`config.mk`:
```
export PLATFORM = sky130hd
export DESIGN_NAME = icache_tag_store_flat
export DESIGN_NICKNAME = d
export VERILOG_FILES = /design/src/icache_pkg.sv /design/src/icache_refill_if.sv /design/src/icache_tag_store.sv /design/src/flat_wrapper.sv
export VERILOG_INCLUDE_DIRS = /design/src
export SDC_FILE = /design/constraint.sdc
export NUM_CORES = 2
export LEC_CHECK = 0
export BUFFER_PORTS_ARGS = -buffer_cell sky130_fd_sc_hd__buf_4
export CORE_UTILIZATION = 65
export CTS_CLUSTER_SIZE = 25
export DETAILED_ROUTE_END_ITERATION = 6
export PLACE_DENSITY = 0.84
export SLEW_MARGIN = 20
export SYNTH_ARGS = -nofsm -noshare
export SYNTH_HDL_FRONTEND = slang
export SYNTH_SLANG_ARGS = --single-unit
```
`constraint.sdc`:
```
create_clock -name i_clk -period 7.7 [get_ports i_clk]
set_input_delay 0.385 -clock i_clk [delete_from_list [all_inputs] [get_ports i_clk]]
set_output_delay 0.385 -clock i_clk [all_outputs]
set_load 0.05 [all_outputs]
```
`src/icache_config.svh`:
```
`ifndef ICACHE_CONFIG_SVH
`define ICACHE_CONFIG_SVH

// geometry
`define ICACHE_ADDR_W 32
`define ICACHE_DATA_W 32
`define ICACHE_WAYS 4
`define ICACHE_WORDS 8
`define ICACHE_SETS 32

// field widths
`define ICACHE_OFS_W 3
`define ICACHE_IDX_W 5
`define ICACHE_TAG_W 22 // addr - index - offset - 2 byte bits
`define ICACHE_WAY_W 2

// address slicing, byte address in
`define ICACHE_OFS_LSB 2
`define ICACHE_IDX_LSB 5
`define ICACHE_TAG_LSB 10

`endif

```
`src/icache_pkg.sv`:
```
`default_nettype none

`include "icache_config.svh"

package icache_pkg;

	// miss handling states
	typedef enum logic [1:0] {
		IDLE,
		RECEIVING,
		REFILL
	} icache_state_e;

	// maintenance operations
	typedef enum logic [1:0] {
		OP_NONE,
		OP_INV_WAY, // one way, picked by the bits above the index
		OP_INV_SET  // all ways of the set
	} icache_op_e;

	typedef struct packed {
		logic valid;
		logic [`ICACHE_TAG_W-1:0] tag;
	} tag_entry_t;

endpackage

`default_nettype wire

```
`src/icache_refill_if.sv`:
```
`default_nettype none

`include "icache_config.svh"

interface icache_refill_if;
	import icache_pkg::*;

	logic we; // single cycle write strobe
	logic [`ICACHE_IDX_W-1:0] index;
	logic [`ICACHE_WAYS-1:0] way_onehot;
	tag_entry_t entry;
	logic [`ICACHE_WORDS-1:0][`ICACHE_DATA_W-1:0] line;

	modport ctrl (output we, index, way_onehot, entry, line);

	modport tag (input we, index, way_onehot, entry);

	modport data (input we, index, way_onehot, line);

endinterface

`default_nettype wire

```
`src/icache_tag_store.sv`:
```
`default_nettype none

`include "icache_config.svh"

module icache_tag_store (
	input wire logic i_clk,
	input wire logic i_rst,
	input wire logic i_rd_en,
	input wire logic [`ICACHE_ADDR_W-1:0] i_rd_addr,
	input wire icache_pkg::icache_op_e i_op,
	input wire logic [`ICACHE_ADDR_W-1:0] i_op_addr,
	icache_refill_if.tag refill,
	output logic o_hit,
	output logic o_miss,
	output logic [`ICACHE_WAY_W-1:0] o_hit_way,
	output logic o_init_done
);
	import icache_pkg::*;

	tag_entry_t tags [`ICACHE_WAYS][`ICACHE_SETS];
	tag_entry_t r_rd_entry [`ICACHE_WAYS];
	logic [`ICACHE_TAG_W-1:0] r_req_tag;
	logic r_req_valid;
	logic [`ICACHE_IDX_W-1:0] r_sweep_idx;
	logic r_init_done;
	logic [`ICACHE_IDX_W-1:0] w_rd_index;
	logic [`ICACHE_IDX_W-1:0] w_op_index;
	logic [`ICACHE_WAY_W-1:0] w_op_way;
	logic [`ICACHE_WAYS-1:0] w_op_clear;
	logic [`ICACHE_WAYS-1:0] w_way_hit;

	assign w_rd_index = i_rd_addr[`ICACHE_IDX_LSB +: `ICACHE_IDX_W];
	assign w_op_index = i_op_addr[`ICACHE_IDX_LSB +: `ICACHE_IDX_W];
	assign w_op_way = i_op_addr[`ICACHE_TAG_LSB +: `ICACHE_WAY_W];

	always_comb begin
		for (int w = 0; w < `ICACHE_WAYS; w++)
			w_op_clear[w] = (i_op == OP_INV_SET) ||
				(i_op == OP_INV_WAY && w_op_way == `ICACHE_WAY_W'(w));
	end

	// invalidate one set per cycle after reset
	always_ff @(posedge i_clk) begin
		if (i_rst) begin
			r_sweep_idx <= '0;
			r_init_done <= 1'b0;
		end else if (!r_init_done) begin
			r_sweep_idx <= r_sweep_idx + 1'b1;
			if (r_sweep_idx == `ICACHE_IDX_W'(`ICACHE_SETS - 1))
				r_init_done <= 1'b1;
		end
	end

	always_ff @(posedge i_clk) begin
		for (int w = 0; w < `ICACHE_WAYS; w++) begin
			if (!r_init_done)
				tags[w][r_sweep_idx] <= '0;
			else if (w_op_clear[w])
				tags[w][w_op_index] <= '0;
			else if (refill.we && refill.way_onehot[w])
				tags[w][refill.index] <= refill.entry;
		end
	end

	// stage 1 read, all ways
	always_ff @(posedge i_clk) begin
		if (i_rd_en) begin
			for (int w = 0; w < `ICACHE_WAYS; w++)
				r_rd_entry[w] <= tags[w][w_rd_index];
			r_req_tag <= i_rd_addr[`ICACHE_TAG_LSB +: `ICACHE_TAG_W];
		end
	end

	always_ff @(posedge i_clk) begin
		if (i_rst)
			r_req_valid <= 1'b0;
		else
			r_req_valid <= i_rd_en;
	end

	// stage 2 compare
	always_comb begin
		o_hit_way = '0;
		for (int w = 0; w < `ICACHE_WAYS; w++) begin
			w_way_hit[w] = r_rd_entry[w].valid && (r_rd_entry[w].tag == r_req_tag);
			if (w_way_hit[w])
				o_hit_way = `ICACHE_WAY_W'(w);
		end
	end

	assign o_hit = r_req_valid && (|w_way_hit);
	assign o_miss = r_req_valid && !(|w_way_hit);
	assign o_init_done = r_init_done;

endmodule

`default_nettype wire

```
`src/flat_wrapper.sv`:
```
// flat-port wrapper written by rule: the top's interface ports become plain ports
module icache_tag_store_flat import icache_pkg::*;
  (i_clk, i_rst, i_rd_en, i_rd_addr, i_op, i_op_addr, o_hit, o_miss, o_hit_way, o_init_done, refill_we, refill_index, refill_way_onehot, refill_entry);
  icache_refill_if refill_i ();
  input wire logic i_clk;
  input wire logic i_rst;
  input wire logic i_rd_en;
  input wire logic [`ICACHE_ADDR_W-1:0] i_rd_addr;
  input wire icache_pkg::icache_op_e i_op;
  input wire logic [`ICACHE_ADDR_W-1:0] i_op_addr;
  output logic o_hit;
  output logic o_miss;
  output logic [`ICACHE_WAY_W-1:0] o_hit_way;
  output logic o_init_done;
  input wire logic [$bits(refill_i.we)-1:0] refill_we;
  input wire logic [$bits(refill_i.index)-1:0] refill_index;
  input wire logic [$bits(refill_i.way_onehot)-1:0] refill_way_onehot;
  input wire logic [$bits(refill_i.entry)-1:0] refill_entry;
  assign refill_i.we = refill_we;
  assign refill_i.index = refill_index;
  assign refill_i.way_onehot = refill_way_onehot;
  assign refill_i.entry = refill_entry;
  icache_tag_store u_core (.i_clk(i_clk), .i_rst(i_rst), .i_rd_en(i_rd_en), .i_rd_addr(i_rd_addr), .i_op(i_op), .i_op_addr(i_op_addr), .refill(refill_i), .o_hit(o_hit), .o_miss(o_miss), .o_hit_way(o_hit_way), .o_init_done(o_init_done));
endmodule
```
# Yosys cells after proc, flatten, opt, wreduce, memory -nomap -nowiden
# Memory sizes are Yosys's and may differ from the RTL's.
# Cells that the tools add are included.
totals:
  regBits: 29
  latch_bits: 0
  ram_bits: 3036
  romBits: 0
  output_inout_bits: 5
  word_cells: 11882
  memories: 2
op_classes:
  add_sub_neg: 1
  n_mul: 0
  div: 0
  n_lt_le_gt_ge: 7
  eq_ne: 10
  shift: 0
  n_mux: 5942
  n_bitwise: 5892
  reduce_logical: 24
memory_table:
  columns: ["name", "words", "word_bits", "read_ports", "rd_clocked_by_memory_dff", "write_ports", "line", "rtl"]
  rows:
  - ["u_core.tags", 4, 736, 4, 0, 4, "icache_tag_store.sv:20", "tag_entry_t tags [`ICACHE_WAYS][`ICACHE_SETS];"]
  - ["u_core.r_rd_entry", 4, 23, 4, 0, 4, "icache_tag_store.sv:21", "tag_entry_t r_rd_entry [`ICACHE_WAYS];"]
op_table:
  columns: ["operator", "count"]
  rows:
  - ["two-way mux 736 bit", 9]
  - ["two-way mux 1 bit", 5913]
  - ["OR 1 bit", 5888]
  - ["binary-select mux 23 bit (select 5 bit)", 4]
  - ["demux 23 bit (select 5 bit)", 3]
  - ["two-way mux 23 bit", 11]
  - ["equality test 22 bit", 4]
  - ["greater-or-equal comparator 6 bit (second input constant)", 4]
  - ["NOT 5 -> 6 bit", 4]
  - ["less-than comparator 6 x 1 -> 1 bit (second input constant)", 3]
  - ["logical AND 1 bit", 17]
  - ["equality test 2 bit (second input constant)", 3]
  - ["adder 5 x 1 -> 5 bit (second input constant)", 1]
  - ["equality test 5 bit (second input constant)", 1]
  - ["equality test 2 x 1 -> 1 bit (second input constant)", 2]
  - ["logical OR 1 bit", 4]
  - ["two-way mux 2 bit", 2]
  - ["OR reduction 4 bit", 1]
  - ["zero test 2 bit", 1]
  - ["zero test 1 bit", 1]

# Longest topological paths before layout
logic_depth:
  word_depth: 8
  mapped_depth: 10
  ltp_nobuf: 6

# Worst setup path before layout
# Ideal clock, no wire load.
synth_timing:
  kind: "register -> register"
  from: "register u_core.r_init_done (netlist: u_core.o_init_done)"
  to: "memory u_core.tags[2][0] (netlist bit), enable pin"
  t_arrival_ns: 2.900
  required_time_ns: 7.286
  slack_ns: 4.386
  stages_incl_launch_ff: 6
  synth_period_minus_slack_ns: 3.314
  path_cell_list: "dfxtp_1 > clkbuf_1 > nand2b_1 > clkbuf_1 > buf_1 > o221ai_1"
synth_rtl:
  columns: ["item", "line", "rtl"]
  rows:
  - ["start, declared", "icache_tag_store.sv:25", "logic r_init_done;"]
  - ["start signal, assigned", "icache_tag_store.sv:46", "r_init_done <= 1'b0;"]
  - ["start signal, assigned", "icache_tag_store.sv:50", "r_init_done <= 1'b1;"]
  - ["end, declared", "icache_tag_store.sv:20", null]

# Worst setup path in the final report
layout_timing:
  from: "register u_core.r_req_tag[1]"
  to: "output port o_hit"
layout_via:
  elab_chain_len: 4
layout_lines:
  columns: ["item", "line", "rtl"]
  rows:
  - ["start, declared", "icache_tag_store.sv:22", "logic [`ICACHE_TAG_W-1:0] r_req_tag;"]
  - ["start signal, assigned", "icache_tag_store.sv:70", "r_req_tag <= i_rd_addr[`ICACHE_TAG_LSB +: `ICACHE_TAG_W];"]
  - ["equality test 22 bit", "icache_tag_store.sv:85", "w_way_hit[w] = r_rd_entry[w].valid && (r_rd_entry[w].tag == r_req_tag);"]
  - ["logical AND 1 bit", "icache_tag_store.sv:85", null]
  - ["OR reduction 4 bit *", "icache_tag_store.sv:91", "assign o_hit = r_req_valid && (|w_way_hit);"]
  - ["logical AND 1 bit *", "icache_tag_store.sv:91", null]
  - ["end, declared", "flat_wrapper.sv:11", "output logic o_hit;"]
# Every way passes the cells marked *; elsewhere a longest branch is shown, timed or not.

==> flow_metrics.env <==
export IMPL_avg_synthesized_cell_area_sq_um=15.6
export IMPL_tritoncts="yes"
export IMPL_synth_area_sq_mm=0.139
export IMPL_critical_path_peak_fanout=4
export IMPL_hold_violation_total_from_the_final_report=0
export IMPL_cp_cell_instances="xnor2_1 -> nand4_1 -> nor4_2 -> a2bb2oi_1 -> a31oi_1 -> buf_4"
export IMPL_fmax_ghz=0.210
export IMPL_max_cap_viol_count=0
export IMPL_slew_violations=0
export IMPL_vias_in_the_first_global_route=80700
export IMPL_synthCells=8938
export IMPL_synth_async_reset_ratio_pct=0
export IMPL_maxSlewHeadroom_pct=14.7
export IMPL_top_library_cells_by_usage_in_the_layout_fill_and_taps_aside="sky130_fd_sc_hd__edfxtp_1 (3058), sky130_fd_sc_hd__and2_1 (2946), sky130_fd_sc_hd__mux4_2 (702)"
export IMPL_die_y_um=465
export IMPL_detail_route_drc_violations=24
export IMPL_synth_enable_flop_cells=3058
export IMPL_rsz0062_at_grt="no"
export IMPL_cts_htree_levels=5
export IMPL_gpl_final_weighted_congestion=0.980
export IMPL_hold_depth=2
export IMPL_portBuffers=76
export IMPL_grt_pass1_wl_mm=574
export IMPL_worstSetupStartpointType="register"
export IMPL_critPathRequiredTime_ns=7.32
export IMPL_hpwl_mm=232
export IMPL_finalWirelength_mm=406
export IMPL_die_width_um=465
export IMPL_power_density_mw_per_mm2=227
export IMPL_drtAntennaViolNets=0
export IMPL_antenna_found_initial=42
export IMPL_synthesis_nets=9045
export IMPL_layout_cells_most_common="sky130_fd_sc_hd__edfxtp_1"
export IMPL_deepest_clock_path_buffer_count=4
export IMPL_end_kind="primary output"
export IMPL_worst_slew_pin_slew_ns=1.28
export IMPL_grtUsageTotal_pct=37.7
export IMPL_root_buffer="sky130_fd_sc_hd__clkbuf_16"
export IMPL_path_clk_slew_ns=0.06
export IMPL_synth_seq_cells=3065
export IMPL_yosysTopAreaCell="sky130_fd_sc_hd__edfxtp_1"
export IMPL_netlist_top_cells_area="sky130_fd_sc_hd__edfxtp_1 (66%), sky130_fd_sc_hd__and2_1 (13%), sky130_fd_sc_hd__mux4_2 (11%), sky130_fd_sc_hd__clkbuf_1 (1.9%), sky130_fd_sc_hd__mux2i_1 (1.3%)"
export IMPL_synthToLayoutAreaGrowth_pct=9.46
export IMPL_leakage_nw=57.3
export IMPL_num_vias=82400
export IMPL_worst_clock_skew_ns=0.0696
export IMPL_cts_repair_resize_count=0
export IMPL_synth_sequential_area_ratio_pct=66.1
export IMPL_distinct_cell_type_count_of_the_synthesized_netlist=48
export IMPL_clkLatencyLatePin_ns=0.97
export IMPL_holdCritPathClass="input pin to register"
export IMPL_clock_sinks=3065
export IMPL_row_count=169
export IMPL_effective_utilization_at_floorplan_pct=65.5
export IMPL_core_area_sq_mm=0.213
export IMPL_global_route_overflow_total=0
export IMPL_layout_worst_path_cycle_share_pct=62.0
export IMPL_final_layout_size_suffix_gt1_share_pct=18.6
export IMPL_grt_max_degree=116
export IMPL_cts_made_buffers=319
export IMPL_r2r_cells=6
export IMPL_crit_arrival_ns=4.39
export IMPL_vdd_drop_max_mv=0.265
export IMPL_die_area_sq_mm=0.216
export IMPL_count_of_placed_standard_cells_including_taps=11200
export IMPL_synth_flop_cell="sky130_fd_sc_hd__edfxtp_1"
export IMPL_area_share_of_the_largest_cell_type_after_synthesis_pct=66.0
export IMPL_run_status="complete, but fails checks"
export IMPL_yosys_warnings=0
export IMPL_fin_setup_tns_ns=0
export IMPL_drt_wirelength_per_cell_um=34.5
export IMPL_slowest_stage="sky130_fd_sc_hd__edfxtp_1"
export IMPL_crit_type="register to primary output"
export IMPL_worst_path_largest_cell_delay_ns=1.21
export IMPL_vias_per_cell=6.99
export IMPL_ios=107
export IMPL_layout_min_cycle_time_ns=4.77
export IMPL_violations="DRC"
export IMPL_drt_pass1_iterations=7
export IMPL_layout_nets=8829
export IMPL_setup_viol_count_final=0
export IMPL_first_iter_violations=13800
export IMPL_final_standard_cell_count_with_taps_included_and_fillers_excluded=11800
==> cells by family after synthesis <==
group / count (synthesis) / synth area share, %
AOI/OAI and AO/OA: 537 / 2.87
xor gates and xnor gates: 91 / 0.573
adders and majority gates: 5 / 0.0449
buffers and inverters: 898 / 2.67
DFF: 3065 / 66.1
muxes: 922 / 13.0
and+or+nand+nor: 3420 / 14.8
==> critical path: cells and delay by family, from the launching register on <==
kind,cells,cell delay (ns)
DFF,1,1.21
buffers and inverters,1,0.24
and+or+nand+nor,2,1.04
AOI/OAI and AO/OA,2,0.67
xor gates and xnor gates,1,0.23
==> registers in the layout (all words and copies together) (netlist names) <==
register,cells
u_core.r_req_tag,22
u_core.o_init_done,1
u_core.r_sweep_idx,5
u_core.r_rd_entry,92
u_core.r_req_valid,1
u_core.tags,2944
==> metal layers <==
layer	up-vias	share of wire, %	track usage, %
met5	-	0.033	0
met4	24	6.9	23.2
met3	1288	14	10.7
met2	6980	45	55.3
met1	41500	33	50.4
li1	32600	-	-
==> final timing paths <==
kind                    startpoint               endpoint  slack (ns)
max reg2reg     u_core.o_init_done    u_core.tags[0][306]        3.58
min                refill_entry[2]    u_core.tags[3][462]        0.05
max            u_core.r_req_tag[1]                  o_hit        2.93
min reg2reg  u_core.r_sweep_idx[1]  u_core.r_sweep_idx[1]        0.59
==> cell usage after synthesis, types with 34 or more instances <==
library cell	count
sky130_fd_sc_hd__buf_2	111
sky130_fd_sc_hd__nand3_1	51
sky130_fd_sc_hd__buf_1	34
sky130_fd_sc_hd__nand2_1	122
sky130_fd_sc_hd__xor2_1	49
sky130_fd_sc_hd__mux2_2	34
sky130_fd_sc_hd__o21a_1	34
sky130_fd_sc_hd__a21oi_1	58
sky130_fd_sc_hd__a22o_1	58
sky130_fd_sc_hd__edfxtp_1	3058
sky130_fd_sc_hd__and2_1	2949
sky130_fd_sc_hd__a221oi_1	58
sky130_fd_sc_hd__o221ai_1	90
sky130_fd_sc_hd__or2_2	37
sky130_fd_sc_hd__xnor2_1	42
sky130_fd_sc_hd__o21ai_0	39
sky130_fd_sc_hd__mux4_2	702
sky130_fd_sc_hd__clkbuf_1	702
sky130_fd_sc_hd__o22ai_1	34
sky130_fd_sc_hd__o211ai_1	34
sky130_fd_sc_hd__nor2_1	173
sky130_fd_sc_hd__mux2i_1	186
sky130_fd_sc_hd__buf_4	34
sky130_fd_sc_hd__a22oi_1	126
==> report_power, final <==
group	internal, mW	switching (mW)
Clock	8.21	6.26
Sequential	18.3	0.144
Combinational	0.492	1.13
==> what timing repair did <==
item	4_1_cts	5_1_grt
setup buffers	0	0
hold endpoints to repair	36	0
hold buffers	25	0
==> through the flow <==
step	worst slack, ns	hold WS (ns)	cell area (sq um)	total power, mW	utilization (%)
after floorplan	4.39	0.457	139000	19.7	-
after detailed placement	3.61	0.564	143000	20.4	67.1
after global routing	3.14	0.0618	152000	35.2	71.7
after CTS	3.21	0.0317	152000	34.5	71.6
after global placement	3.33	0.563	143000	20.3	67.1
final	2.93	0.0550	152000	34.6	71.7
==> cell type report <==
| cell class | instances | area, sq um |
|---|---|---|
| Multi-Input combinational cell | 4975 | 44400 |
| Tap cell | 2821 | 3530 |
| Antenna cell | 23 | 57.6 |
| Sequential cell | 3065 | 92000 |
| Inverter | 6 | 22.5 |
| Clock buffer | 398 | 8350 |
| Timing Repair Buffer | 355 | 2970 |
| Clock inverter | 134 | 1090 |
| Fill cell | 12300 | 60100 |
Power figures use the tool's default switching activity.
