==> src/icache_config.svh <==
`ifndef ICACHE_CONFIG_SVH
`define ICACHE_CONFIG_SVH

// geometry
`define ICACHE_ADDR_W 32
`define ICACHE_DATA_W 32
`define ICACHE_WAYS 4
`define ICACHE_WORDS 8
`define ICACHE_SETS 32

// field widths
`define ICACHE_OFS_W 3
`define ICACHE_IDX_W 5
`define ICACHE_TAG_W 22 // addr - index - offset - 2 byte bits
`define ICACHE_WAY_W 2

// address slicing, byte address in
`define ICACHE_OFS_LSB 2
`define ICACHE_IDX_LSB 5
`define ICACHE_TAG_LSB 10

`endif

==> src/icache_plru.sv <==
`default_nettype none

`include "icache_config.svh"

module icache_plru (
	input wire logic i_clk,
	input wire logic i_rst,
	input wire logic i_touch,
	input wire logic [`ICACHE_IDX_W-1:0] i_touch_index,
	input wire logic [`ICACHE_WAY_W-1:0] i_touch_way,
	input wire logic [`ICACHE_IDX_W-1:0] i_victim_index,
	output logic [`ICACHE_WAY_W-1:0] o_victim_way
);

	// tree bits per set
	logic [`ICACHE_SETS-1:0] r_root;
	logic [`ICACHE_SETS-1:0] r_left;  // ways 0/1
	logic [`ICACHE_SETS-1:0] r_right; // ways 2/3

	always_ff @(posedge i_clk) begin
		if (i_rst) begin
			r_root <= '0;
			r_left <= '0;
			r_right <= '0;
		end else if (i_touch) begin
			// point away from the way just used
			r_root[i_touch_index] <= ~i_touch_way[1];
			if (i_touch_way[1])
				r_right[i_touch_index] <= ~i_touch_way[0];
			else
				r_left[i_touch_index] <= ~i_touch_way[0];
		end
	end

	always_comb begin
		if (r_root[i_victim_index])
			o_victim_way = {1'b1, r_right[i_victim_index]};
		else
			o_victim_way = {1'b0, r_left[i_victim_index]};
	end

endmodule

`default_nettype wire

==> config.mk <==
export PLATFORM = sky130hd
export DESIGN_NAME = icache_plru
export DESIGN_NICKNAME = d
export VERILOG_FILES = /design/src/icache_plru.sv
export VERILOG_INCLUDE_DIRS = /design/src
export SDC_FILE = /design/constraint.sdc
export NUM_CORES = 1
export LEC_CHECK = 0
export ABC_AREA = 1
export BUFFER_PORTS_ARGS = -buffer_cell sky130_fd_sc_hd__buf_4
export CORE_MARGIN = 4
export CORE_UTILIZATION = 50
export CTS_CLUSTER_DIAMETER = 60
export DETAILED_ROUTE_END_ITERATION = 6
export PLACE_DENSITY = 0.72
export SLEW_MARGIN = 20
export SYNTH_ARGS = -nofsm -noshare
export SYNTH_HDL_FRONTEND = slang
export SYNTH_SLANG_ARGS = --single-unit
==> constraint.sdc <==
create_clock -name i_clk -period 4 [get_ports i_clk]
set_input_delay 0.8 -clock i_clk [delete_from_list [all_inputs] [get_ports i_clk]]
set_output_delay 0.8 -clock i_clk [all_outputs]
set_load 0.005 [all_outputs]
== Word level (Yosys, flattened, before mapping) ==
Cells that the tools add are included.

* Bits in registers: 96
* Output and inout bits: 2

* $lt $le $gt $ge: 3
* Multiplexer cells: 12
* Bitwise operators: 2
* Reductions and logical operators: 3

{| class="wikitable"
|+ Operators by type and width
! cell !! count
|-
| 32-bit bitwise mux || 3
|-
| 1-bit binary-select mux with 5-bit select || 3
|-
| 5-bit by 6-bit less-than comparator with 1-bit output, second input constant || 2
|-
| 1-bit demux with 5-bit select || 1
|-
| 5-bit by 1-bit >= comparator with 1-bit output, second input constant || 1
|-
| 1-bit two-way mux || 4
|-
| 2-bit AND reduction || 2
|-
| 2-bit two-way mux || 1
|-
| 1-bit inverter || 2
|-
| 1-bit logical AND || 1
|}

== Depth between registers and ports, before layout ==
Gate-level depths: netlist of run 1.

* Depth after elaboration: 5
* Gate-level depth with buffers: 13

== Worst setup path before layout of run 1 ==
Ideal clock, no wire load.

* Path type: input -> output
* Start: in i_victim_index[0]
* End: out o_victim_way[0]
* Arrival: 1.773 ns
* Required time: 3.200 ns
* Setup slack: 1.427 ns
* Cell stages on the path: 13
* Buffers on the path: 2
* Cell sequence: buf_2 inv_4 buf_2 nand2_1 nand3_1 nand3_1 nand2_1 nand2_1 nand2_1 nand2_1 nand2_1 nand2_1 nand2_1

* Word-level cells in the longest chain between the ends: 3
* Elaborated cells between the ends (all ways): 7

{| class="wikitable"
|+ Ends and longest elaborated chain
! element !! RTL line !! source
|-
| from (decl) || icache_plru.sv:11 || <nowiki>input wire logic [`ICACHE_IDX_W-1:0] i_victim_index,</nowiki>
|-
| 1-bit binary-select mux with 5-bit select, on equally long branches || icache_plru.sv:39, icache_plru.sv:36, icache_plru.sv:37 ||
|-
| 1-bit two-way mux, on equally long branches || icache_plru.sv:39, icache_plru.sv:36, icache_plru.sv:37 ||
|-
| 2-bit two-way mux (*) || icache_plru.sv:36 || <nowiki>if (r_root[i_victim_index])</nowiki>
|-
| to (decl) || icache_plru.sv:12 || <nowiki>output logic [`ICACHE_WAY_W-1:0] o_victim_way</nowiki>
|}

Mark *: on every way between the ends. The rest lies on a longest branch, timed or not. The select of a mux whose other input is x is not followed.

== Worst setup path after layout of run 1 ==
* Start: in i_victim_index[1]
* End: out o_victim_way[0]

The elaborated chain is that of the path after synthesis.

==> impl_results.md, run 1 <==
* Worst-case clock buffer depth at 2
* Routed length on met1 at ~5800 um
* Setup CP Type: primary input to output pin
* Synthesis-to-layout area growth at 5.978%
* Number of gates resized after cts at 0
* Routed met3 length at a little under 600 um
* Actual slew at the worst max-slew pin at approximately 1.1 ns
* Part of the cycle the worst path needs at between 80% and 90%
* Antenna fix cells at 0
* Register Area at between 0.0015 and 0.002 sq mm
* Initial core utilization at roughly 52%
* Violation count after the first detailed-routing iteration at approximately 260
* Top metal layer carrying routed signals: met4
* Drc violations at 0
* Syn_nets at ~750
* Net count of the finished layout at 730
* Portion of the post-synthesis area used by sequential elements at 39.75%
* Number of global-route vias before repair at around 4400
* Arrival time worst endpoint at between 2 and 2.5 ns
* Total of flip-flops plus latches after synthesis at 96
* Number of buffers added for setup after CTS at 0
* Detailed-routed wire length on met2 at 5798 um
* Largest net degree at the start of global routing at 97
* Width of the die at 106.3 um
* Minimum clock period at between 3 and 4 ns
* Maximum capacitance violations at 0
* Fraction of power spent switching nets at a little over a quarter
* Worst slack on hold paths at around 0.47 ns
* Area of combinational cells with multiple inputs at roughly 0.0024 sq mm
* Die ar. at approximately 0.011 sq mm
* First drt pass iteration count at 5
* Total power density per cell area at roughly 350 mW/mm^2
* Class of the tightest hold or removal check: flip-flop to flip-flop
* Clock net sink count at 96
* Worst-skew pair later-pin latency at about 0.37 ns
* Buffers on Ports at 16
* Flop pwr share at between 50% and 60%
* Worst setup SP type: primary input
* Quantity of hold-fixing buffers added after cts at 0
* Setup slack after layout at 0.7493 ns
* Y dimension of the die at roughly 110 um
* First-pass GRT wire length at 21400 um
* TritonCTS buffer count at 9
* Filler cell count in the final layout at between 900 and 1000
* Via Count at between 4000 and 5000
* Final setup violation count at 0
* Place WS at approximately 0.78 ns
* Standard-cell row count at 35
* Crit path max-delay cell type: sky130_fd_sc_hd__inv_1
* Cells traversed along the worst timing path: buf_4, inv_1, nand3_1, nand3_1, nand2_1, nand2_1, nand2_1, nand2_1, nand2_1, nand2_1, nand2_1, buf_4
* Routed via count divided by cell count at around 5.5
* Cell count after placement at roughly 830
* CP endpoint kind: output pin
* Fin cells at between 800 and 900
* Aggregate global-route resource usage at 23.24%
* Congestion Overflow GR at 0
* Number of antenna violations at the first check in global routing at 0
* TNS Setup at 0 ns
* Fin Clk Skew at 0 ns
* Final-report hold violation count at 0
* Share of layout cells above drive strength 1 at under 10%
* Internal power of the cells at 1317 uW
* Netlist area before placement at 0.004835 sq mm
* Detailed-placement wirelength estimate at roughly 7900 um
* Worst rel slew slack at 26.65%
* Run status: completed
* Remaining antenna violation count after routing at 0
* Power share of the clock group at a little under two fifths
* Number of H-tree levels at 3
* Mean Syn Cell Area at about 6.6 sq um
* Placed cell area at 0.004917 sq mm
* Cell at the root of the clock tree: sky130_fd_sc_hd__clkbuf_8
* Required time at the endpoint of the critical path at approximately 3.2 ns
* Top-level I/O count at 17
* Stage delay of the slowest cell on the critical path at between 0.5 and 0.6 ns
* Final WL at 12460 um
* Relative contribution of combinational cells to total power at 10.1%
* Number of instances in the synthesized netlist at between 700 and 800
* Crit-path max FO at 27
* Reported leakage power at between 0.0015 and 0.002 uW
* Clk pin slew, worst setup/hold paths at 0.09 ns
* Largest voltage drop on the vdd net at 201.2 uV
* Number of warnings issued by yosys at 0
* Switching component of the power at 498.0 uW
* Core area at 0.009328 sq mm
* Most used cell along the critical path: sky130_fd_sc_hd__nand2_1
* Post-synthesis cell type count at 24
* Fmax at between 300 and 400 MHz
* Final design area excluding fillers at a little over 0.005 sq mm
* TritonCTS clock tree: done
* RSZ-0062 raised after global routing: false
* Final weighted congestion of routability-driven global placement at 0.8752
* Detailed-route wire length per cell at between 10 and 15 um
* Count of pins over their slew limit at 0
==> worst max-delay path, delay by kind of cell <==
kind,cells,cell delay (ns)
simple gates,9,0.73
buf+inv,3,0.90
==> layer usage <==
metal  vias up  GRT usage, %
met5         -             0
met4         0         9.806
met3        25         3.461
met2       130         36.74
met1      2208         31.62
li1       2346             -
==> power groups by stage <==
stage / Clock, uW / Sequential, uW / Combinational [uW]
2_1_floorplan: 0 / 988 / 128
3_3_place_gp: 0 / 989 / 179
3_5_place_dp: 0 / 989 / 181
4_1_cts: 674 / 967 / 181
5_1_grt: 717 / 968 / 203
6_report: 666 / 967 / 182
==> worst paths after layout <==
| check | endpoint | depth (start not counted) | start | slack (ns) |
|---|---|---|---|---|
| worst max-delay path | o_victim_way[0] | 12 | i_victim_index[1] | 0.75 |
| worst min-delay path | r_root[31]$_SDFFE_PP0P_ | 2 | r_root[31]$_SDFFE_PP0P_ | 0.47 |
| worst max register to register | r_left[28]$_SDFFE_PP0P_ | 2 | r_left[28]$_SDFFE_PP0P_ | 3.29 |
| worst min register to register | r_root[31]$_SDFFE_PP0P_ | 2 | r_root[31]$_SDFFE_PP0P_ | 0.47 |
==> registers in the layout, indices dropped and copies added, names as in the netlist <==
register / cells
r_left: 32
r_right: 32
r_root: 32
==> synthesized netlist by cell type (all sizes together) <==
master | count | area, sq um
buf | 25 | 131.4
o21ai | 14 | 70.07
a211oi | 58 | 440.4
nor3 | 22 | 121.4
clkinv | 2 | 7.510
nand3 | 76 | 380.4
nor2 | 140 | 583.1
dfxtp | 96 | 1922
a311oi | 2 | 17.52
inv | 68 | 257.8
nor4 | 3 | 18.77
clkbuf | 20 | 75.07
a21oi | 23 | 115.1
nand2 | 181 | 679.4
o21bai | 1 | 7.510
nand3b | 1 | 7.510
==> cells in the final DEF, fill, tap and decap left out, types with 4 or more instances in the layout <==
master,n
sky130_fd_sc_hd__nand2_1,181
sky130_fd_sc_hd__nor2_1,125
sky130_fd_sc_hd__dfxtp_1,96
sky130_fd_sc_hd__nand3_1,76
sky130_fd_sc_hd__inv_1,65
sky130_fd_sc_hd__a211oi_1,57
sky130_fd_sc_hd__a21oi_1,23
sky130_fd_sc_hd__nor3_1,21
sky130_fd_sc_hd__buf_4,17
sky130_fd_sc_hd__o21ai_0,14
sky130_fd_sc_hd__nor2_2,11
sky130_fd_sc_hd__clkbuf_8,10
sky130_fd_sc_hd__nor2_4,4
==> stage by stage <==
| stage | total power (uW) | utilization [%] |
|---|---|---|
| 6_report | 1815 | 54.93 |
| 5_1_grt | 1888 | 54.93 |
| 4_1_cts | 1822 | 54.93 |
| 3_5_place_dp | 1170 | 52.72 |
| 3_3_place_gp | 1167 | 52.72 |
| 2_1_floorplan | 1116 | - |
==> cells by family (layout without fill, tap and decap cells) <==
kind of cell           Yosys count  after routing  share of synthesized area, %
flip-flops                      96             96                         39.75
AND/OR/NAND/NOR                423            423                         37.03
AO/OA/AOI/OAI                   98             98                         13.46
buffers and inverters          115            103                         9.757
==> cell type report <==
| cell class | instances | share of cell area (%) |
|---|---|---|
| Sequential cell | 96 | 37.51 |
| Inverter | 70 | 5.177 |
| Clock buffer | 10 | 2.686 |
| Multi-Input combinational cell | 521 | 47.64 |
| Clock inverter | 6 | 1.343 |
| Tap cell | 129 | 3.150 |
| Timing Repair Buffer | 17 | 2.491 |
(Power assumes the default switching activity.)
==> run 2, diff against run 1 <==
clock period = 3.3 ns   (was 4 ns; I/O delays follow)
==> run 2 against run 1 <==
  * Via count fell by 0.93%
  * Global-route usage fell by 0.70 points
  * Combinational power rose by 24%
  * Power rose by 25%
  * Critical path type unchanged
  * Highest routed layer unchanged
==> impl_results.md, run 2 (same netlist as run 1, synthesis figures left out) <==
* Quantity of hold-fixing buffers added after cts at 0 (unchanged)
* Most used cells in the layout excluding fill and tap cells: sky130_fd_sc_hd__nand2_1 (181), sky130_fd_sc_hd__nor2_1 (125), sky130_fd_sc_hd__dfxtp_1 (96)
* Part of the cycle the worst path needs at 85.59%
* Reg-to-Reg End: r_left[12]$_SDFFE_PP0P_
* TNS Setup at 0 ns (unchanged)
* Y dimension of the die at 106.3 um (unchanged)
* Reg-to-reg setup timing slack at 2.58 ns (-0.71 ns)
* Fmax at between 300 and 400 MHz
* Worst-case clock buffer depth at 2 (unchanged)
* Filler cell count in the final layout at 914 (-2.2%)
* Clock net sink count at 96 (unchanged)
* Required time at the endpoint of the critical path at 2.64 ns (-0.56 ns)
* Via Count at 4665 (-0.93%)
* Number of H-tree levels at 3 (unchanged)
* CP endpoint kind: output pin
* TritonCTS clock tree: done
* Final weighted congestion of routability-driven global placement at 0.8898 (+1.7%)
* Setup CP Type: primary input to output pin
* Logic depth of the worst register-to-register path at 2 (unchanged)
* Routing usage on met1 at 30.00% (-1.6 points)
* First-pass GRT wire length at 20570 um (-3.9%)
* Global Route met3 Usage at 3.157% (-0.30 points)
* Number of antenna violations at the first check in global routing at 0 (unchanged)
* Most frequent standard cell in the layout excluding fill and tap cells: sky130_fd_sc_hd__nand2_1
* Worst setup path start: i_victim_index[0]
* Die ar. at 0.01131 sq mm (unchanged)
* Worst slack on hold paths at 0.4677 ns (-0.001259 ns)
* Congestion Overflow GR at 0 (unchanged)
* Count of pins over their slew limit at 0 (unchanged)
* Net count of the finished layout at 736 (+0.82%)
* Detailed-route wire length per cell at 14.51 um (-1.1%)
* Remaining antenna violation count after routing at 0 (unchanged)
* TritonCTS buffer count at 9 (unchanged)
* Initial core utilization at 51.83% (unchanged)
* Actual slew at the worst max-slew pin at 1.027 ns (-0.07161 ns)
* Worst-skew pair later-pin latency at 0.36 ns (about the same)
* First drt pass iteration count at 5 (unchanged)
* Crit-path max FO at 45 (+67%)
* Largest voltage drop on the vdd net at 210.3 uV (+4.5%)
* Number of buffers added for setup after CTS at 0 (unchanged)
* Aggregate global-route resource usage at 22.54% (-0.70 points)
* Beginning of the worst register-to-register path: r_left[12]$_SDFFE_PP0P_
* Arrival time worst endpoint at 2.16 ns (-0.29 ns)
* Width of the die at 106.3 um (unchanged)
* GR peak layer: met2
* Detailed-placement wirelength estimate at 8219 um (+3.7%)
* Run status: completed
* Number of stages on the worst hold path at 2 (unchanged)
* Synthesis-to-layout area growth at 7.169%
* Worst setup SP type: primary input
* Worst rel slew slack at 31.08% (+4.4 points)
* Routed via count divided by cell count at 5.456 (-1.6%)
* Final WL at 12410 um (-0.43%)
* Cell at the root of the clock tree: sky130_fd_sc_hd__clkbuf_8
* Share of layout cells above drive strength 1 at 7.989% (+0.63 points)
* Largest net degree at the start of global routing at 55 (-43%)
* Total power density per cell area at 436.3 mW/mm^2 (+23%)
* Min-Delay Startpoint: r_left[20]$_SDFFE_PP0P_
* Maximum capacitance violations at 0 (unchanged)
* Minimum clock period at approximately 2.8 ns
* Number of gates resized after cts at 0 (unchanged)
* GR Util met2 at 36.83% (+0.090 points)
* Standard-cell row count at 35 (unchanged)
* Number of global-route vias before repair at 4319 (-2.7%)
* Final setup violation count at 0 (unchanged)
* Final-report hold violation count at 0 (unchanged)
* Fin Clk Skew at 0 ns (unchanged)
* End point of the most critical hold path: r_left[20]$_SDFFE_PP0P_
* Drc violations at 0 (unchanged)
* Clk pin slew, worst setup/hold paths at 0.11 ns (+0.02 ns)
* Core area at 0.009328 sq mm (unchanged)
* RSZ-0062 raised after global routing: false
* Antenna fix cells at 0 (unchanged)
* Class of the tightest hold or removal check: flip-flop to flip-flop
* Registers with the most flip-flops: r_left x32, r_right x32, r_root x32
* Top-level I/O count at 17 (unchanged)
* Buffers on Ports at 16 (unchanged)
* Reported leakage power at 0.001961 uW (+1.8%)
* Violation count after the first detailed-routing iteration at 245 (-4.7%)
==> run 2: changes by cell type in the layout (fill, tap and decap cells not counted), sizes merged <==
cell,change
buf,+6
bufinv,+1
clkinv,-1
clkinvlp,-1
inv,+1
==> run 2: routing by layer <==
layer,vias to the layer above,share of wire [%]
met3,26,5.6
met1,2137,45
met2,149,46
met4,0,2.5
li1,2353,-
met5,-,0
==> run 2: how the worst max path moves through the flow <==
stage,end,slack [ns]
detailed placement,o_victim_way[0],0.50
floorplan,o_victim_way[0],1.01
global placement,o_victim_way[0],0.50
finish,o_victim_way[0],0.48
CTS,o_victim_way[0],0.50
global route,o_victim_way[0],0.36
==> run 2: cell type report <==
type / count / area (sq um) / area share (%)
Clock buffer: 10 / 127.6 / 2.463
Clock inverter: 6 / 91.34 / 1.763
Inverter: 70 / 265.3 / 5.120
Multi-Input combinational cell: 521 / 2441 / 47.11
Sequential cell: 96 / 1922 / 37.09
Tap cell: 129 / 161.4 / 3.115
Timing Repair Buffer: 23 / 172.7 / 3.333
==> run 2: worst max-delay path, cell delays in order <==
cell and delay, ns:
sky130_fd_sc_hd__buf_4 0.22, sky130_fd_sc_hd__inv_4 0.36, sky130_fd_sc_hd__nand2_1 0.09, sky130_fd_sc_hd__nand3_1 0.11, sky130_fd_sc_hd__nand3_1 0.11, sky130_fd_sc_hd__nand2_1 0.09, sky130_fd_sc_hd__nand2_1 0.07, sky130_fd_sc_hd__nand2_1 0.07
sky130_fd_sc_hd__nand2_1 0.04, sky130_fd_sc_hd__nand2_1 0.07, sky130_fd_sc_hd__nand2_1 0.05, sky130_fd_sc_hd__nand2_1 0.07, sky130_fd_sc_hd__buf_4 0.12
==> run 2: stage by stage <==
step	setup slack, ns	power [uW]	area, sq um	utilization (%)	std cells
global placement	0.5005	1419	4962	53.20	839
global route	0.3613	2337	5181	55.55	855
CTS	0.4991	2266	5181	55.55	855
finish	0.4756	2261	5181	55.55	855
detailed placement	0.4982	1422	4962	53.20	839
floorplan	1.007	1353	4835	-	732
==> run 2: report_power, final <==
group	leakage [uW]	internal [uW]	total, uW	switching, uW
Clock	0.000111	433	863	430
Combinational	0.00108	60.8	226	165
Sequential	0.000774	1170	1170	4.50
