`config.mk`:
```
export PLATFORM = sky130hd
export DESIGN_NAME = icache_ctrl_flat
export DESIGN_NICKNAME = d
export VERILOG_FILES = /design/src/icache_pkg.sv /design/src/icache_refill_if.sv /design/src/icache_ctrl.sv /design/src/flat_wrapper.sv
export VERILOG_INCLUDE_DIRS = /design/src
export SDC_FILE = /design/constraint.sdc
export NUM_CORES = 1
export LEC_CHECK = 0
export CAP_MARGIN = 25
export CORE_AREA = 2 2 226 228
export DETAILED_ROUTE_END_ITERATION = 10
export DIE_AREA = 0 0 228 230
export DONT_BUFFER_PORTS = 1
export REMOVE_ABC_BUFFERS = 1
export SYNTH_ARGS = -nofsm -noshare
export SYNTH_HDL_FRONTEND = slang
export SYNTH_SLANG_ARGS = --single-unit
```
`constraint.sdc`:
```
create_clock -name i_clk -period 9.9 [get_ports i_clk]
set_clock_uncertainty 0.1 [all_clocks]
set_input_delay 1.485 -clock i_clk [delete_from_list [all_inputs] [get_ports i_clk]]
set_output_delay 1.485 -clock i_clk [all_outputs]
set_load 0.03 [all_outputs]
```
`src/icache_config.svh`:
```
`ifndef ICACHE_CONFIG_SVH
`define ICACHE_CONFIG_SVH

// geometry
`define ICACHE_ADDR_W 32
`define ICACHE_DATA_W 32
`define ICACHE_WAYS 4
`define ICACHE_WORDS 8
`define ICACHE_SETS 32

// field widths
`define ICACHE_OFS_W 3
`define ICACHE_IDX_W 5
`define ICACHE_TAG_W 22 // addr - index - offset - 2 byte bits
`define ICACHE_WAY_W 2

// address slicing, byte address in
`define ICACHE_OFS_LSB 2
`define ICACHE_IDX_LSB 5
`define ICACHE_TAG_LSB 10

`endif

```
`src/icache_pkg.sv`:
```
`default_nettype none

`include "icache_config.svh"

package icache_pkg;

	// miss handling states
	typedef enum logic [1:0] {
		IDLE,
		RECEIVING,
		REFILL
	} icache_state_e;

	// maintenance operations
	typedef enum logic [1:0] {
		OP_NONE,
		OP_INV_WAY, // one way, picked by the bits above the index
		OP_INV_SET  // all ways of the set
	} icache_op_e;

	typedef struct packed {
		logic valid;
		logic [`ICACHE_TAG_W-1:0] tag;
	} tag_entry_t;

endpackage

`default_nettype wire

```
`src/icache_refill_if.sv`:
```
`default_nettype none

`include "icache_config.svh"

interface icache_refill_if;
	import icache_pkg::*;

	logic we; // single cycle write strobe
	logic [`ICACHE_IDX_W-1:0] index;
	logic [`ICACHE_WAYS-1:0] way_onehot;
	tag_entry_t entry;
	logic [`ICACHE_WORDS-1:0][`ICACHE_DATA_W-1:0] line;

	modport ctrl (output we, index, way_onehot, entry, line);

	modport tag (input we, index, way_onehot, entry);

	modport data (input we, index, way_onehot, line);

endinterface

`default_nettype wire

```
`src/icache_ctrl.sv`:
```
`default_nettype none

`include "icache_config.svh"

module icache_ctrl (
	input wire logic i_clk,
	input wire logic i_rst,
	input wire logic i_req_valid,
	input wire logic [`ICACHE_ADDR_W-1:0] i_req_addr,
	input wire logic i_hit,
	input wire logic i_miss,
	input wire logic [`ICACHE_WAY_W-1:0] i_hit_way,
	input wire logic i_init_done,
	input wire logic [`ICACHE_WAYS-1:0][`ICACHE_DATA_W-1:0] i_way_words,
	input wire logic i_mem_rvalid,
	input wire logic [`ICACHE_DATA_W-1:0] i_mem_rdata,
	input wire logic i_mem_rlast,
	input wire logic [`ICACHE_WAY_W-1:0] i_victim_way,
	output logic o_valid,
	output logic [`ICACHE_DATA_W-1:0] o_data,
	output logic o_stall,
	output logic o_rd_en,
	output logic o_mem_req,
	output logic [`ICACHE_ADDR_W-1:0] o_mem_addr,
	output logic o_touch,
	output logic [`ICACHE_IDX_W-1:0] o_touch_index,
	output logic [`ICACHE_WAY_W-1:0] o_touch_way,
	output logic [`ICACHE_IDX_W-1:0] o_victim_index,
	icache_refill_if.ctrl refill
);
	import icache_pkg::*;

	icache_state_e r_state;
	icache_state_e w_state_next;
	logic [`ICACHE_ADDR_W-1:0] r_s2_addr;
	logic [`ICACHE_ADDR_W-1:0] r_miss_addr;
	logic [`ICACHE_WAY_W-1:0] r_victim;
	logic [`ICACHE_OFS_W-1:0] r_beat;
	logic [`ICACHE_WORDS-1:0][`ICACHE_DATA_W-1:0] r_line_buf;
	logic [`ICACHE_IDX_W-1:0] w_miss_index;
	logic w_beat;
	logic w_fwd;

	assign o_stall = !i_init_done || i_miss || (r_state != IDLE);
	assign o_rd_en = i_req_valid && !o_stall;
	assign o_mem_req = (r_state == IDLE) && i_miss;
	assign o_mem_addr = {r_s2_addr[`ICACHE_ADDR_W-1:`ICACHE_IDX_LSB], {`ICACHE_IDX_LSB{1'b0}}};
	assign o_victim_index = r_s2_addr[`ICACHE_IDX_LSB +: `ICACHE_IDX_W];

	assign w_miss_index = r_miss_addr[`ICACHE_IDX_LSB +: `ICACHE_IDX_W];
	assign w_beat = (r_state == RECEIVING) && i_mem_rvalid;
	assign w_fwd = w_beat && (r_beat == r_miss_addr[`ICACHE_OFS_LSB +: `ICACHE_OFS_W]);

	always_comb begin
		w_state_next = r_state;
		case (r_state)
			IDLE:
				if (i_miss)
					w_state_next = RECEIVING;
			RECEIVING:
				if (i_mem_rvalid && i_mem_rlast)
					w_state_next = REFILL;
			REFILL:
				w_state_next = IDLE;
			default:
				w_state_next = IDLE;
		endcase
	end

	always_ff @(posedge i_clk) begin
		if (i_rst)
			r_state <= IDLE;
		else
			r_state <= w_state_next;
	end

	always_ff @(posedge i_clk) begin
		if (o_rd_en)
			r_s2_addr <= i_req_addr; // address now in stage 2
	end

	always_ff @(posedge i_clk) begin
		if (o_mem_req) begin
			r_miss_addr <= r_s2_addr;
			r_victim <= i_victim_way;
		end
	end

	// memory returns word 0 first
	always_ff @(posedge i_clk) begin
		if (i_rst)
			r_beat <= '0;
		else if (o_mem_req)
			r_beat <= '0;
		else if (w_beat)
			r_beat <= r_beat + 1'b1;
	end

	always_ff @(posedge i_clk) begin
		if (w_beat)
			r_line_buf[r_beat] <= i_mem_rdata;
	end

	assign o_valid = i_hit || w_fwd;
	assign o_data = w_fwd ? i_mem_rdata : i_way_words[i_hit_way];

	// lru sees hits and fills
	assign o_touch = i_hit || (r_state == REFILL);
	assign o_touch_index = (r_state == REFILL) ? w_miss_index : o_victim_index;
	assign o_touch_way = (r_state == REFILL) ? r_victim : i_hit_way;

	assign refill.we = (r_state == REFILL);
	assign refill.index = w_miss_index;
	assign refill.way_onehot = `ICACHE_WAYS'(1) << r_victim;
	assign refill.entry = '{valid: 1'b1, tag: r_miss_addr[`ICACHE_TAG_LSB +: `ICACHE_TAG_W]};
	assign refill.line = r_line_buf;

endmodule

`default_nettype wire

```
`src/flat_wrapper.sv`:
```
// flat-port wrapper written by rule: the top's interface ports become plain ports
module icache_ctrl_flat import icache_pkg::*;
  (i_clk, i_rst, i_req_valid, i_req_addr, i_hit, i_miss, i_hit_way, i_init_done, i_way_words, i_mem_rvalid, i_mem_rdata, i_mem_rlast, i_victim_way, o_valid, o_data, o_stall, o_rd_en, o_mem_req, o_mem_addr, o_touch, o_touch_index, o_touch_way, o_victim_index, refill_we, refill_index, refill_way_onehot, refill_entry, refill_line);
  icache_refill_if refill_i ();
  input wire logic i_clk;
  input wire logic i_rst;
  input wire logic i_req_valid;
  input wire logic [`ICACHE_ADDR_W-1:0] i_req_addr;
  input wire logic i_hit;
  input wire logic i_miss;
  input wire logic [`ICACHE_WAY_W-1:0] i_hit_way;
  input wire logic i_init_done;
  input wire logic [`ICACHE_WAYS-1:0][`ICACHE_DATA_W-1:0] i_way_words;
  input wire logic i_mem_rvalid;
  input wire logic [`ICACHE_DATA_W-1:0] i_mem_rdata;
  input wire logic i_mem_rlast;
  input wire logic [`ICACHE_WAY_W-1:0] i_victim_way;
  output logic o_valid;
  output logic [`ICACHE_DATA_W-1:0] o_data;
  output logic o_stall;
  output logic o_rd_en;
  output logic o_mem_req;
  output logic [`ICACHE_ADDR_W-1:0] o_mem_addr;
  output logic o_touch;
  output logic [`ICACHE_IDX_W-1:0] o_touch_index;
  output logic [`ICACHE_WAY_W-1:0] o_touch_way;
  output logic [`ICACHE_IDX_W-1:0] o_victim_index;
  output wire logic [$bits(refill_i.we)-1:0] refill_we;
  output wire logic [$bits(refill_i.index)-1:0] refill_index;
  output wire logic [$bits(refill_i.way_onehot)-1:0] refill_way_onehot;
  output wire logic [$bits(refill_i.entry)-1:0] refill_entry;
  output wire logic [$bits(refill_i.line)-1:0] refill_line;
  assign refill_we = refill_i.we;
  assign refill_index = refill_i.index;
  assign refill_way_onehot = refill_i.way_onehot;
  assign refill_entry = refill_i.entry;
  assign refill_line = refill_i.line;
  icache_ctrl u_core (.i_clk(i_clk), .i_rst(i_rst), .i_req_valid(i_req_valid), .i_req_addr(i_req_addr), .i_hit(i_hit), .i_miss(i_miss), .i_hit_way(i_hit_way), .i_init_done(i_init_done), .i_way_words(i_way_words), .i_mem_rvalid(i_mem_rvalid), .i_mem_rdata(i_mem_rdata), .i_mem_rlast(i_mem_rlast), .i_victim_way(i_victim_way), .o_valid(o_valid), .o_data(o_data), .o_stall(o_stall), .o_rd_en(o_rd_en), .o_mem_req(o_mem_req), .o_mem_addr(o_mem_addr), .o_touch(o_touch), .o_touch_index(o_touch_index), .o_touch_way(o_touch_way), .o_victim_index(o_victim_index), .refill(refill_i));
endmodule
```
Word level (Yosys, flattened, before mapping)
Index checks and enable logic that the tools add are counted.

cells by class
  reduce and logical (&&, ||, !) cells = 16
  shift-type cells = 1
  equality and inequality tests = 5
  $lt $le $gt $ge = 3
  add/subtract/negate cells = 1
  multiplexer cells = 11

operators with widths
  cell                                                                count
  bitwise mux 256 bit                                                 1
  demux 32 bit (select 3 bit)                                         1
  2-to-1 mux 32 bit                                                   3
  binary-select mux 32 bit (select 2 bit)                             1
  logical AND 1 bit                                                   6
  2-to-1 mux 2 bit                                                    3
  2-to-1 mux 5 bit                                                    1
  logical OR 1 bit                                                    4
  less-than comparator 3 x 4 -> 1 bit (second input constant)         1
  inequality test 2 bit (second input constant)                       2
  case mux 2 bit (2 select lines)                                     1
  left shift 1 x 2 -> 4 bit (first input constant)                    1
  adder 3 x 1 -> 3 bit (second input constant)                        1
  equality test 3 bit                                                 1
  greater-or-equal comparator 3 x 1 -> 1 bit (second input constant)  1
  less-than comparator 2 x 3 -> 1 bit (second input constant)         1
  equality test 2 x 1 -> 1 bit (second input constant)                1
  equality test 2 bit (second input constant)                         1
  logical NOT 1 bit                                                   2
  logical NOT 2 bit                                                   1
  AND reduction 2 bit                                                 1
  nonzero test 2 bit                                                  1
  OR reduction 2 bit                                                  1

storage, ports and cells
  output and inout port bits = 370
  register bits = 327
  word-level logic and storage cells = 50
  bits of input ports = 204

Depth between registers and ports, before layout
  word-level depth = 5
  gate-level depth with buffers = 5

Least setup slack after synthesis
OpenSTA, ideal clock, no wires.

  path kind = input -> output
  start = in i_miss
  end = out o_mem_req
  data required time = 8315 ps
  stages on the path = 1
  slack = 3807 ps
  arrival time = 4508 ps
  path buffers = 0
  cells stage by stage = nor3b_1

on the way
  cells in the longest elaborated chain, start to end = 1

RTL lines
  item               line                source
  from (decl)        flat_wrapper.sv:10  input wire logic i_miss;
  logical AND 1 bit  icache_ctrl.sv:46   assign o_mem_req = (r_state == IDLE) && i_miss;
  to (decl)          flat_wrapper.sv:22  output logic o_mem_req;

No other way between the ends.

Worst setup path after layout
  start = in i_miss
  end = out o_rd_en

on the way
  cells in the longest elaborated chain, start to end = 4

RTL lines
  item                           line                source
  logical OR 1 bit (2 in a row)  icache_ctrl.sv:44   assign o_stall = !i_init_done || i_miss || (r_state != IDLE);
  logical NOT 1 bit              icache_ctrl.sv:45   assign o_rd_en = i_req_valid && !o_stall;
  logical AND 1 bit              icache_ctrl.sv:45
  to (decl)                      flat_wrapper.sv:21  output logic o_rd_en;

No other way between the ends.

==> results.md <==
Global route:
- After global routing the overflow that remains totals 0.
- Entering global routing, the biggest net connects 34 pins.
- The global router's overall resource usage is 11.6%.
- The first global-routing pass estimated 42500 um of wire.
- The via count of the first global-routing pass was 5119.
- The number of antenna violations at the first check in global routing is 3.

Final layout:
- The post-layout net count is 693.
- The leading cell type in the layout, fill and taps excluded is edfxtp_1.
- The count of filler cells inserted in the layout is 4970.
- The area growth from synthesis to layout is 12.5%.
- The share of cells above drive strength 1 is 27.5%.
- The summed area of non-filler cells in the final layout is 13100 um2.
- The library cells used most frequently in the layout, excluding fill and tap cells, are 318 x edfxtp_1, 36 x mux2_2, 32 x mux4_2.

Placement:
- The post-placement setup slack is 5.21 ns.
- The routability-driven placement congestion ratio is 0.792.
- After detailed placement, the total cell area comes to 12100 um2.
- The detailed placer's ending HPWL is 22500 um.
- The number of input and output port buffers inserted is 0.

Critical path:
- Along the worst path, the maximum fanout reaches 31.
- The critical path depth is 2.
- The worst setup path is launched from an input pin.
- The largest individual stage delay along the critical path comes from the cell nor2_4.
- In this run the register-to-register setup slack is 7.26 ns.
- The worst endpoint data arrival time is 3.11 ns.
- The origin of the critical flop-to-flop path is u_core.r_state[0].
- Traced cell by cell, the critical path runs through or4b_2, nor2_4.
- Among cell families on the critical path, the largest total delay comes from simple AND/OR/NAND/NOR gates.
- The type of the setup path with the least slack is input pin to primary output.
- The endpoint kind of the worst setup timing path is a primary output.
- The critical path contains buffers and inverters numbering 0 combined.
- The endpoint identified for the worst register-to-register timing path is u_core.refill.line[121].
- The peak per-stage delay on the critical path is 0.84 ns.
- The path depth of the worst reg2reg path is 3.
- The required time of the critical path is 8.32 ns.

Floorplan:
- The die span in y is 230 um.
- In this run the core area contains 82 standard-cell rows.
- The die is 228 um wide.
- For this configuration, the core starts out at a cell density of 23.4%.
- The die covers 52400 um2.
- The top-level I/O count is 574.
- In this run the standard cell core region covers 49900 um2.

Pwr:
- The fraction of power spent switching nets is 20.8%.
- The clock network accounts for 41.6% of the total power.
- The internal power is 2.26 mW.
- Per report_power, the combinational group accounts for 3.7% of the total.
- VDD sags by at most 0.134 mV.
- The total power is 2.86 mW.
- In this run the power spent charging and discharging nets is 0.595 mW.
- In this run, flip-flops and latches consume 54.8% of the power.
- The leakage component of the power is 3.98 nW.
- The areal power density over the cells is 217 nW/um2.

STA:
- The final worst setup slack is 5.20 ns.
- The number of max-slew violations in the final report came to 0.
- The hold violation total from the final report was 0.
- The top achievable clock speed is 0.213 GHz.
- The post-route clock period utilization is 47.4%.
- The worst relative slew slack is 30.8%.
- For the finished layout, the period the worst path requires is 4.70 ns.
- Setup violations remaining at the end of the flow were counted as 0.
- Summed over all failing endpoints, the final setup total negative slack is 0 ns.
- The slew at the pin closest to its max-slew limit is 1.04 ns.
- Setup repair after global routing left no endpoint under its margin.
- Hold timing on the final database bottoms out at a slack of 0.318 ns.

Worst hold path:
- The cell depth of the worst hold path is 0.
- The path with the worst hold slack has its endpoint at u_core.r_miss_addr[4].
- The startpoint of the most critical hold path is u_core.r_s2_addr[4].
- The path type of the worst min-delay path is register to register.

Synthesis:
- The count of warnings emitted by yosys is 0.
- Sequential cells were found to cover 82.6% of the synthesized design area.
- The number of synthesized flops with an enable pin is 318.
- The synthesized netlist occupies a cell area of 11700 um2.
- The number of distinct library cells after synthesis is 30.
- Of all flip-flops after synthesis, the portion carrying an async set or reset was 0%.
- The most frequently used flop master after synthesis is edfxtp_1.
- The synthesized netlist cell count is 518.
- The post-synthesis sequential element count is 323.
- The largest total area in the synthesized netlist belongs to edfxtp_1.
- The average instance in the mapped netlist occupies 22.5 um2.
- The synthesized design devotes to its leading area cell type 81.8% of total area.
- Yosys attributes the largest share of cell area to edfxtp_1 82%, mux4_2 6.2%, buf_4 4.2%.

Clock tree:
- The buffer count from post-CTS setup fixing is 0.
- The number of hold buffers added after CTS was 0.
- The largest buffer count on any clock path is 3.
- In this run the number of H-tree levels came out at 1.
- The CTS tree is yes.
- The clock latency reported for the late side of the worst-skew pair is 0.56 ns.
- The post-CTS clock slew at the launch and capture registers of the worst setup and hold paths is 0.06 ns.
- Clock tree synthesis found a total of 323 sinks.
- In this run, CTS created clock tree buffers numbering 31.
- The root buffer cell is clkbuf_16.
- The total of cells resized after clock tree synthesis is 0.

Run:
- The number of maximum-capacitance constraint violations is 0.

Routing:
- The post-detailed-route count of antenna-violating nets is 0.
- After detailed routing, the average wire length per cell comes to 27.4 um.
- The number of iterations in the first detailed-routing pass is 4.
- The post-detailed-route via-to-cell ratio is 4.26.
- The routed layout has 5043 vias.
- After the first detailed-routing iteration, the DRC count stood at 247.
- For this block, the routed nets add up to 32400 um of wire.
- The DRC violation count after routing is 0.

Status:
- The flow ran to the end, and the final reports show no timing, DRC or antenna violations.
==> how the worst max path moves through the flow <==
| stage | from | slack (ns) | end |
|---|---|---|---|
| 2_1_floorplan | i_miss | 3.81 | o_mem_req |
| 6_report | i_miss | 5.20 | o_rd_en |
| 3_5_place_dp | i_miss | 5.21 | o_rd_en |
| 4_1_cts | i_miss | 5.21 | o_rd_en |
| 5_1_grt | i_miss | 5.15 | o_rd_en |
| 3_3_place_gp | i_miss | 5.23 | o_rd_en |
==> cell type report <==
class                           instances  area [um2]  share of cell area [%]
Clock inverter                         18         218                    1.66
Multi-Input combinational cell        119        1540                    11.7
Inverter                                1        3.75                  0.0286
Clock buffer                           37         798                    6.08
Timing Repair Buffer                   12        90.1                   0.686
Sequential cell                       323        9650                    73.4
Tap cell                              672         841                    6.40
Antenna cell                            1        2.50                  0.0190
==> power groups by stage <==
stage,clock network (mW),logic (mW),registers [mW]
2_1_floorplan,0,0.0914,1.59
3_3_place_gp,0,0.105,1.59
3_5_place_dp,0,0.105,1.59
4_1_cts,1.22,0.106,1.57
5_1_grt,1.28,0.109,1.57
6_report,1.19,0.105,1.56
==> routing by layer <==
layer / global-route usage [%] / part of all wire (%)
met5: 0 / 0
met1: 12.8 / 36
met3: 3.53 / 8.7
met4: 4.45 / 3.7
met2: 20.8 / 52
==> state kept, by name, summed over array words and instances (netlist names) <==
| register | flops |
|---|---|
| u_core.refill.line | 256 |
| u_core.r_miss_addr | 30 |
| u_core.r_s2_addr | 30 |
| u_core.r_beat | 3 |
| u_core.r_state | 2 |
| u_core.r_victim | 2 |
==> Yosys cell counts (2+ instances only) <==
cell type and n:
mux2_2 36, mux4_2 32, clkbuf_1 5, buf_6 3, nand2b_1 2, nor2_1 11
conb_1 2, dfxtp_1 5, buf_2 4, buf_4 66, nand2_1 2, xor2_1 4
edfxtp_1 318, nand4b_1 3, nor3_1 3, mux2_1 3, nor2b_1 3, or2_2 4
==> logic make-up (layout without fill, tap and decap cells) <==
kind of cell,after synthesis,count (layout),synth area share (%)
AO/OA/AOI/OAI,2,2,0.0856
AND/OR/NAND/NOR,34,34,1.85
multiplexers,72,72,10.0
other,2,7,0.0643
buffers and inverters,80,68,4.94
adder cells (fa/ha/maj),1,1,0.107
XOR/XNOR,4,4,0.300
flip-flops,323,323,82.6
==> through the flow <==
step                instances  utilization [%]
CTS                      1182             26.3
global route             1183             26.4
finish                   1183             26.4
detailed placement       1127             24.3
global placement         1127             24.3
floorplan                 443                -
(Power assumes the default switching activity.)
